<file path="src/hw/tcu_pkg.sv">
//**************************************************************************
// Format codes, meaningful widths and format helpers for the tensor-core
// dot-product stage. Every design module imports this package.
//**************************************************************************
package tcu_pkg;

    // Request format code
    typedef logic [1:0] tcu_fmt_t;

    localparam tcu_fmt_t TCU_FMT_FP16 = 2'd0;
    localparam tcu_fmt_t TCU_FMT_BF16 = 2'd1;
    localparam tcu_fmt_t TCU_FMT_I8   = 2'd2;
    localparam tcu_fmt_t TCU_FMT_U8   = 2'd3;

    // One operand word, split as two halves or four bytes
    typedef logic [31:0] tcu_word_t;

    // Signed significand product, binary point after bit 20
    typedef logic signed [23:0] tcu_prod_t;

    // Sum of two raw exponent fields
    typedef logic [8:0] tcu_exp_t;

    // Accumulator and result value
    typedef logic signed [31:0] tcu_acc_t;

    // FP16 and BF16 take the float lane
    function automatic logic tcu_fmt_is_float(input tcu_fmt_t fmt);
        return (fmt == TCU_FMT_FP16) || (fmt == TCU_FMT_BF16);
    endfunction

    // Only I8 bytes are sign-extended
    function automatic logic tcu_fmt_is_signed(input tcu_fmt_t fmt);
        return fmt == TCU_FMT_I8;
    endfunction

endpackage

</file>
<file path="src/hw/tcu_csa_tree.sv">
//**************************************************************************
// Carry-save adder tree. Reduces NUM two's complement operands of W bits
// through 3:2 levels and one final carry-propagate add, modulo 2**W.
//**************************************************************************
module tcu_csa_tree #(
    parameter int NUM = 4,
    parameter int W   = 32
) (
    input  logic [NUM-1:0][W-1:0] operands,
    output logic [W-1:0]          sum
);

    logic [W-1:0] cur [NUM];
    logic [W-1:0] nxt [NUM];
    int           cnt;
    int           ncnt;

    // Loop bounds are constant, so every level unrolls at elaboration
    always_comb begin
        for (int i = 0; i < NUM; i++) begin
            cur[i] = operands[i];
        end
        cnt = NUM;
        for (int lvl = 0; lvl < NUM; lvl++) begin
            if (cnt > 2) begin
                ncnt = 0;
                for (int i = 0; i < NUM; i++) begin
                    nxt[i] = '0;
                end
                // Full-adder rows: three operands in, sum and shifted carry out
                for (int g = 0; g < NUM / 3; g++) begin
                    if (3 * g + 2 < cnt) begin
                        nxt[ncnt]     = cur[3*g] ^ cur[3*g+1] ^ cur[3*g+2];
                        nxt[ncnt + 1] = ((cur[3*g] & cur[3*g+1]) |
                                         (cur[3*g] & cur[3*g+2]) |
                                         (cur[3*g+1] & cur[3*g+2])) << 1;
                        ncnt = ncnt + 2;
                    end
                end
                // Leftover operands pass to the next level untouched
                for (int i = 0; i < NUM; i++) begin
                    if (i >= (cnt / 3) * 3 && i < cnt) begin
                        nxt[ncnt] = cur[i];
                        ncnt = ncnt + 1;
                    end
                end
                cur = nxt;
                cnt = ncnt;
            end
        end
        sum = (cnt > 1) ? cur[0] + cur[1] : cur[0];
    end

endmodule

</file>
<file path="src/hw/tcu_float_mul.sv">
//**************************************************************************
// Float lane. Unpacks FP16 or BF16 halves, multiplies 2N significand pairs
// and registers the signed products with their exponent sums.
//**************************************************************************
module tcu_float_mul import tcu_pkg::*; #(
    parameter int N = 2
) (
    input  logic                      clk,
    input  logic                      arst_n,
    input  logic                      in_valid,
    input  tcu_fmt_t                  fmt,
    input  tcu_word_t [N-1:0]         a_row,
    input  tcu_word_t [N-1:0]         b_col,
    output logic                      flt_valid,
    output tcu_prod_t [2*N-1:0]       flt_prod,
    output tcu_exp_t  [2*N-1:0]       flt_exp
);

    logic                is_float;
    logic                is_bf16;
    tcu_prod_t [2*N-1:0] prod_d;
    tcu_exp_t  [2*N-1:0] exp_d;

    assign is_float = tcu_fmt_is_float(fmt);
    assign is_bf16  = (fmt == TCU_FMT_BF16);

    // Significand on the FP16 binary point and effective exponent of one half
    function automatic void unpack_half(
        input  logic [15:0] h,
        input  logic        bf16,
        output logic [10:0] sig,
        output logic [7:0]  exp,
        output logic        zero
    );
        logic [7:0] e_field;
        logic [9:0] f_field;
        e_field = bf16 ? h[14:7] : {3'b000, h[14:10]};
        // BF16 fraction moves up 3 places to line up with FP16
        f_field = bf16 ? {h[6:0], 3'b000} : h[9:0];
        zero    = (e_field == '0) && (f_field == '0);
        // Hidden bit is clear for zero and subnormal values
        sig     = {e_field != '0, f_field};
        exp     = (e_field == '0) ? 8'd1 : e_field;
    endfunction

    for (genvar i = 0; i < 2 * N; i++) begin : g_half
        localparam int WI  = i / 2;
        localparam int LSB = 16 * (i % 2);

        logic [10:0] sig_a;
        logic [10:0] sig_b;
        logic [7:0]  exp_a;
        logic [7:0]  exp_b;
        logic        zero_a;
        logic        zero_b;
        logic [21:0] mag;
        logic        neg;

        always_comb begin
            unpack_half(a_row[WI][LSB +: 16], is_bf16, sig_a, exp_a, zero_a);
            unpack_half(b_col[WI][LSB +: 16], is_bf16, sig_b, exp_b, zero_b);
        end

        assign mag = sig_a * sig_b;
        assign neg = a_row[WI][LSB + 15] ^ b_col[WI][LSB + 15];

        assign prod_d[i] = neg ? -{2'b00, mag} : {2'b00, mag};
        // Zero products carry exponent 0 so they never win the max search
        assign exp_d[i]  = (zero_a || zero_b) ? '0 : {1'b0, exp_a} + {1'b0, exp_b};
    end

    always_ff @(posedge clk or negedge arst_n) begin
        if (!arst_n) begin
            flt_valid <= 1'b0;
        end else begin
            flt_valid <= in_valid && is_float;
        end
    end

    always_ff @(posedge clk) begin
        if (in_valid && is_float) begin
            flt_prod <= prod_d;
            flt_exp  <= exp_d;
        end
    end

    // A request needs a known format code, or neither lane can claim it
    a_fmt_known: assert property (
        @(posedge clk) disable iff (!arst_n)
        in_valid |-> !$isunknown(fmt)
    );

endmodule

</file>
<file path="src/hw/tcu_int_mul.sv">
//**************************************************************************
// Integer lane. Multiplies 4N byte pairs as I8 or U8, reduces them with
// the C term and registers the total one cycle after the request.
//**************************************************************************
module tcu_int_mul import tcu_pkg::*; #(
    parameter int N = 2
) (
    input  logic              clk,
    input  logic              arst_n,
    input  logic              in_valid,
    input  tcu_fmt_t          fmt,
    input  tcu_word_t [N-1:0] a_row,
    input  tcu_word_t [N-1:0] b_col,
    input  tcu_word_t         c_val,
    output logic              int_valid,
    output tcu_acc_t          int_sum
);

    localparam int NUM_TERMS = 4 * N + 1;

    logic                         is_int;
    logic                         is_signed;
    logic [NUM_TERMS-1:0][31:0]   terms;
    logic [31:0]                  total;

    assign is_int    = !tcu_fmt_is_float(fmt);
    assign is_signed = tcu_fmt_is_signed(fmt);

    // Byte j of word w, each extended to 9 bits so one signed multiply covers both
    for (genvar k = 0; k < 4 * N; k++) begin : g_byte
        localparam int WI  = k / 4;
        localparam int LSB = 8 * (k % 4);

        logic signed [8:0]  a_ext;
        logic signed [8:0]  b_ext;
        logic signed [17:0] prod;

        assign a_ext = {is_signed & a_row[WI][LSB + 7], a_row[WI][LSB +: 8]};
        assign b_ext = {is_signed & b_col[WI][LSB + 7], b_col[WI][LSB +: 8]};
        assign prod  = a_ext * b_ext;

        assign terms[k] = {{14{prod[17]}}, prod};
    end

    // C term rides in the last tree slot
    assign terms[4*N] = c_val;

    tcu_csa_tree #(
        .NUM (NUM_TERMS),
        .W   (32)
    ) u_int_tree (
        .operands (terms),
        .sum      (total)
    );

    always_ff @(posedge clk or negedge arst_n) begin
        if (!arst_n) begin
            int_valid <= 1'b0;
        end else begin
            int_valid <= in_valid && is_int;
        end
    end

    always_ff @(posedge clk) begin
        if (in_valid && is_int) begin
            int_sum <= total;
        end
    end

endmodule

</file>
<file path="src/hw/tcu_lane_merge.sv">
//**************************************************************************
// Merge stage. Aligns float products to the largest exponent and sums them,
// or passes the integer total, then registers the selected result.
//**************************************************************************
module tcu_lane_merge import tcu_pkg::*; #(
    parameter int N = 2
) (
    input  logic                clk,
    input  logic                arst_n,
    input  logic                flt_valid,
    input  tcu_prod_t [2*N-1:0] flt_prod,
    input  tcu_exp_t  [2*N-1:0] flt_exp,
    input  logic                int_valid,
    input  tcu_acc_t            int_sum,
    output logic                out_valid,
    output logic                out_is_float,
    output tcu_exp_t            out_exp,
    output tcu_acc_t            out_sig
);

    // Products shifted past this many places vanish entirely
    localparam int MAX_SHIFT = 24;

    tcu_exp_t                max_exp;
    logic [2*N-1:0][31:0]    aligned;
    logic [31:0]             flt_sum;

    // Largest exponent among nonzero products, 0 when all are zero
    always_comb begin
        max_exp = '0;
        for (int i = 0; i < 2 * N; i++) begin
            if (flt_prod[i] != '0 && flt_exp[i] > max_exp) begin
                max_exp = flt_exp[i];
            end
        end
    end

    for (genvar i = 0; i < 2 * N; i++) begin : g_align
        tcu_exp_t diff;
        tcu_acc_t wide;
        tcu_acc_t shifted;

        // Zero products may wrap here, but a zero stays zero after any shift
        assign diff = max_exp - flt_exp[i];

        assign wide    = {{8{flt_prod[i][23]}}, flt_prod[i]};
        assign shifted = wide >>> diff[4:0];

        assign aligned[i] = (diff >= MAX_SHIFT) ? '0 : shifted;
    end

    tcu_csa_tree #(
        .NUM (2 * N),
        .W   (32)
    ) u_flt_tree (
        .operands (aligned),
        .sum      (flt_sum)
    );

    always_ff @(posedge clk or negedge arst_n) begin
        if (!arst_n) begin
            out_valid <= 1'b0;
        end else begin
            out_valid <= flt_valid || int_valid;
        end
    end

    // At most one lane is valid, so the float branch can take priority
    always_ff @(posedge clk) begin
        if (flt_valid) begin
            out_is_float <= 1'b1;
            out_exp      <= max_exp;
            out_sig      <= flt_sum;
        end else if (int_valid) begin
            out_is_float <= 1'b0;
            out_exp      <= '0;
            out_sig      <= int_sum;
        end
    end

    // The two lanes decode disjoint formats of the same request stream
    a_one_lane: assert property (
        @(posedge clk) disable iff (!arst_n)
        !(flt_valid && int_valid)
    );

endmodule

</file>
<file path="src/hw/tcu_dot_top.sv">
//**************************************************************************
// Top level of the dot-product stage. Feeds each request to both lanes
// and merges their results; out_valid follows in_valid by two cycles.
//**************************************************************************
module tcu_dot_top import tcu_pkg::*; #(
    parameter int N = 2
) (
    input  logic              clk,
    input  logic              arst_n,
    input  logic              in_valid,
    input  tcu_fmt_t          fmt,
    input  tcu_word_t [N-1:0] a_row,
    input  tcu_word_t [N-1:0] b_col,
    input  tcu_word_t         c_val,
    output logic              out_valid,
    output logic              out_is_float,
    output tcu_exp_t          out_exp,
    output tcu_acc_t          out_sig
);

    logic                flt_valid;
    tcu_prod_t [2*N-1:0] flt_prod;
    tcu_exp_t  [2*N-1:0] flt_exp;
    logic                int_valid;
    tcu_acc_t            int_sum;

    tcu_float_mul #(
        .N (N)
    ) u_float_mul (
        .clk       (clk),
        .arst_n    (arst_n),
        .in_valid  (in_valid),
        .fmt       (fmt),
        .a_row     (a_row),
        .b_col     (b_col),
        .flt_valid (flt_valid),
        .flt_prod  (flt_prod),
        .flt_exp   (flt_exp)
    );

    tcu_int_mul #(
        .N (N)
    ) u_int_mul (
        .clk       (clk),
        .arst_n    (arst_n),
        .in_valid  (in_valid),
        .fmt       (fmt),
        .a_row     (a_row),
        .b_col     (b_col),
        .c_val     (c_val),
        .int_valid (int_valid),
        .int_sum   (int_sum)
    );

    tcu_lane_merge #(
        .N (N)
    ) u_lane_merge (
        .clk          (clk),
        .arst_n       (arst_n),
        .flt_valid    (flt_valid),
        .flt_prod     (flt_prod),
        .flt_exp      (flt_exp),
        .int_valid    (int_valid),
        .int_sum      (int_sum),
        .out_valid    (out_valid),
        .out_is_float (out_is_float),
        .out_exp      (out_exp),
        .out_sig      (out_sig)
    );

endmodule

</file>
<file path="config.mk">
export PLATFORM = sky130hd
export DESIGN_NAME = tcu_dot_top
export DESIGN_NICKNAME = d
export VERILOG_FILES = /design/src/hw/tcu_pkg.sv /design/src/hw/tcu_csa_tree.sv /design/src/hw/tcu_float_mul.sv /design/src/hw/tcu_int_mul.sv /design/src/hw/tcu_lane_merge.sv /design/src/hw/tcu_dot_top.sv
export SDC_FILE = /design/constraint.sdc
export NUM_CORES = 2
export LEC_CHECK = 0
export ABC_AREA = 0
export ABC_CLOCK_PERIOD_IN_PS = 15400
export BUFFER_PORTS_ARGS = -buffer_cell sky130_fd_sc_hd__buf_4
export CAP_MARGIN = 20
export CELL_PAD_IN_SITES_DETAIL_PLACEMENT = 0
export CELL_PAD_IN_SITES_GLOBAL_PLACEMENT = 1
export CORE_ASPECT_RATIO = 0.9
export CORE_MARGIN = 2
export CORE_UTILIZATION = 51
export CTS_CLUSTER_SIZE = 12
export DETAILED_ROUTE_END_ITERATION = 7
export GPL_TIMING_DRIVEN = 0
export PLACE_DENSITY_LB_ADDON = 0.2
export SETUP_SLACK_MARGIN = 0.2
export SLEW_MARGIN = 10
export SYNTH_ARGS = -nofsm -noshare
export SYNTH_HDL_FRONTEND = slang
export SYNTH_SLANG_ARGS = --single-unit
export TNS_END_PERCENT = 20
</file>
<file path="constraint.sdc">
create_clock -name clk -period 15.4 [get_ports clk]
set_input_delay 0.77 -clock clk [delete_from_list [all_inputs] [get_ports clk]]
set_output_delay 0.77 -clock clk [all_outputs]
set_load 0.03 [all_outputs]
</file>
==> impl_results.md <==
- Critical path's slowest cell: fa_1
- CTS sink cnt: 209
- IO Port Bufs: 202
- Worst Reg-to-Reg Cells: 56
- Seq/Total Area, Yosys: 9.23%
- Drt total wl: 225000 um
- Met3 GRT Util: 7.15%
- Critical Path RT: 15.69 ns
- H-Tree Level Count: 1
- Synthesized instance count: 7790
- Antenna-violating nets left: 0
- WHS Endpoint: u_lane_merge.out_is_float
- #FFs+latches synth: 209
- Post-Syn Nets: 9770
- CTS Buf Count: 24
- Vias in the first global route: 55900
- Setup slack, reg-to-reg: 1.07 ns
- Status: finished clean
- First-pass GRT wire length: 344000 um
- Top FF cell, synth: edfxtp_1
- Max_slew headroom: 14.5%
- Hold path startpoint: u_lane_merge.out_is_float
- Critical Path Start: u_float_mul.flt_prod[23]
- Max Freq: 0.0698 GHz
- Fin crit period: 14.33 ns
- Synth async-reset ratio: 1.44%
- Layout cells sized above 1: 5.24%
- Busiest metal layer after global routing: met2
- Hold Vio Cnt, Final: 0
- Max Cap Viol: 0
- Pin count of the biggest net entering global routing: 43
- Synth area leaders: fa_1 33%, ha_1 13%, edfxtp_1 9.1%, inv_1 7.5%, nand2_1 6.2%
- Fin crit share: 93.0%
- GRT met1 Usage: 47.8%
- RSZ-0062 raised after global routing: true
- Row count: 126
- Die H: 350 um
- CP max FO: 10
- Reg-to-reg critical path endpoint: u_lane_merge.out_sig[23]
- Yosys warnings: 0
- Nets: 10000
- Hold WC Path Type: flip-flop to flip-flop
- Via Count: 55300
- Initial antenna violation count: 30
- Commonest non-fill, non-tap cell in the layout: inv_1
- Met2 usage: 50.6%
- Most frequent cells in the layout: 1345 x inv_1, 1127 x nand2_1, 1112 x fa_1, 703 x ha_1, 348 x nor2_1
- Syn Area/Cell: 8.69 um2
- WL/cell: 23.0 um
- Post-Syn Area: 67700 um2
- CTS tree: built
- Fillers: 12300
- Via density: 5.65
- Clock transition at path regs: 0.06 ns
- Post-synthesis cell type with the largest combined area: fa_1
- Die area: 136000 um2
- Crit-path max cell delay: 0.58 ns
- I/O Pins: 208
- First-pass DRT Iterations: 6
- FF-to-FF Start: u_float_mul.flt_prod[23]
- Initial core utilization: 51.5%
- Worst slew pin tran: 1.28 ns
- Post-synth EDFFs: 205
- # DRC: 0
- Area growth syn-to-layout: 7.19%
- Worst setup EP type: flip-flop
- Worst-Skew Late Latency: 0.55 ns
- Critical Path Start Type: flip-flop
- Crit Path Class: flip-flop to flip-flop
- All-Layer GR Usage: 33.6%
- TNS Setup: 0 ns
- Die width: 388 um
- Clock Skew: 0.0187 ns
- Clk buf depth: 3
- Final setup violation count: 0
- Post-synth top area share: 32.9%
- Distinct cells, synth: 89
- Dpl hpwl: 195000 um
- Core ar.: 131000 um2
- Hold Path Stages: 1
- Critical path arrival: 14.62 ns
- CTS root buffer: clkbuf_16
- Starting DRT DRC Count: 4553
- Max-slew violations: 0
- GPL Wtd Cong: 1.02
- Total gr overflow: 0
Yosys cell counts (all sizes together), types with 12 or more instances:
master	count
inv	1346
nand2	1127
fa	1112
ha	703
nor2	348
and2	346
clkbuf	323
xnor2	292
o21ai	282
edfxtp	205
a21oi	202
and3	151
nand3	137
mux2i	129
nand2b	101
nor3	87
xor2	81
a21o	75
nand4	71
mux2	60
nor2b	51
o21a	51
nor4	45
a211oi	40
o31ai	36
mux4	35
a21boi	33
o211ai	30
o21bai	30
buf	26
a31oi	25
or3	24
o41ai	19
or4	14
o311ai	12
o31a	12
or2	12
layer usage:
metal  vias to the layer above  share of wire [%]
li1                      25500                  -
met1                     27300                 44
met2                      2048                 42
met3                       361                8.8
met4                        26                4.2
met5                         -              0.083
cells by family (layout without fill, tap and decap cells):
group / after synthesis / after routing / share of synthesized area [%]
xor+xnor: 373 / 373 / 4.83
flops: 209 / 209 / 9.23
simple gates: 2559 / 2559 / 18.0
fa+ha+maj: 1815 / 1815 / 45.9
compound gates: 913 / 913 / 8.60
other cells: 0 / 6 / 0
buf+inv: 1697 / 1965 / 9.44
mux: 224 / 224 / 4.07
metrics by stage:
step | utilization (%) | instances | hold WS (ns) | area (um2) | setup slack, ns
floorplan | - | 7790 | 0.474 | 67700 | 3.25
global placement | 54.3 | 9720 | 0.438 | 71400 | -1.67
detailed placement | 54.5 | 9736 | 0.452 | 71700 | 0.322
CTS | 55.1 | 9776 | 0.474 | 72400 | 0.237
global route | 55.2 | 9788 | 0.503 | 72600 | 0.183
finish | 55.2 | 9792 | 0.468 | 72600 | 1.07
worst max-delay path: cells and delay by family (launching register included):
kind,cells,cell delay (ns)
flip-flops,1,0.57
buffers and inverters,10,1.95
AO/OA/AOI/OAI,23,5.06
multiplexers,3,1.31
adder cells (fa/ha/maj),9,2.89
AND/OR/NAND/NOR,11,2.25
registers in the layout (all words and copies together) (netlist names):
register and count:
u_float_mul.flt_exp 36, u_lane_merge.out_exp 9, u_lane_merge.out_valid 1, u_float_mul.flt_valid 1, u_float_mul.flt_prod 96, u_int_mul.int_sum 32, u_lane_merge.out_sig 32, u_int_mul.int_valid 1
u_lane_merge.out_is_float 1
worst max path at each step:
stage	endpoint	slack, ns
2_1_floorplan	u_lane_merge.out_sig[23]	3.25
4_1_cts	u_lane_merge.out_sig[23]	0.24
6_report	u_lane_merge.out_sig[23]	1.07
3_3_place_gp	u_int_mul.int_sum[25]	-1.67
3_5_place_dp	u_lane_merge.out_sig[23]	0.32
5_1_grt	u_lane_merge.out_sig[23]	0.18
final cells by class:
class | count | area [um2] | share of cell area [%]
multi-input cells | 5884 | 55200 | 76.0
well taps | 1728 | 2160 | 2.98
plain buffers | 349 | 1340 | 1.85
repair buffers | 229 | 1850 | 2.54
diodes | 6 | 15.0 | 0.0207
clock buffers | 32 | 662 | 0.912
inverters | 1348 | 5060 | 6.97
flip-flops and latches | 209 | 6250 | 8.61
clock inverters | 7 | 100 | 0.138
timing repair:
| item | in CTS | in global routing |
|---|---|---|
| hold buffers | 1 | 0 |
| endpoints found under the setup margin | 0 | 21 |
| gates resized for setup | 0 | 16 |
| hold endpoints to repair | 3 | 0 |
| setup buffers | 0 | 0 |
Power is not shown: default switching activity piles up to over one toggle a cycle in this logic, so the estimate is an artifact.
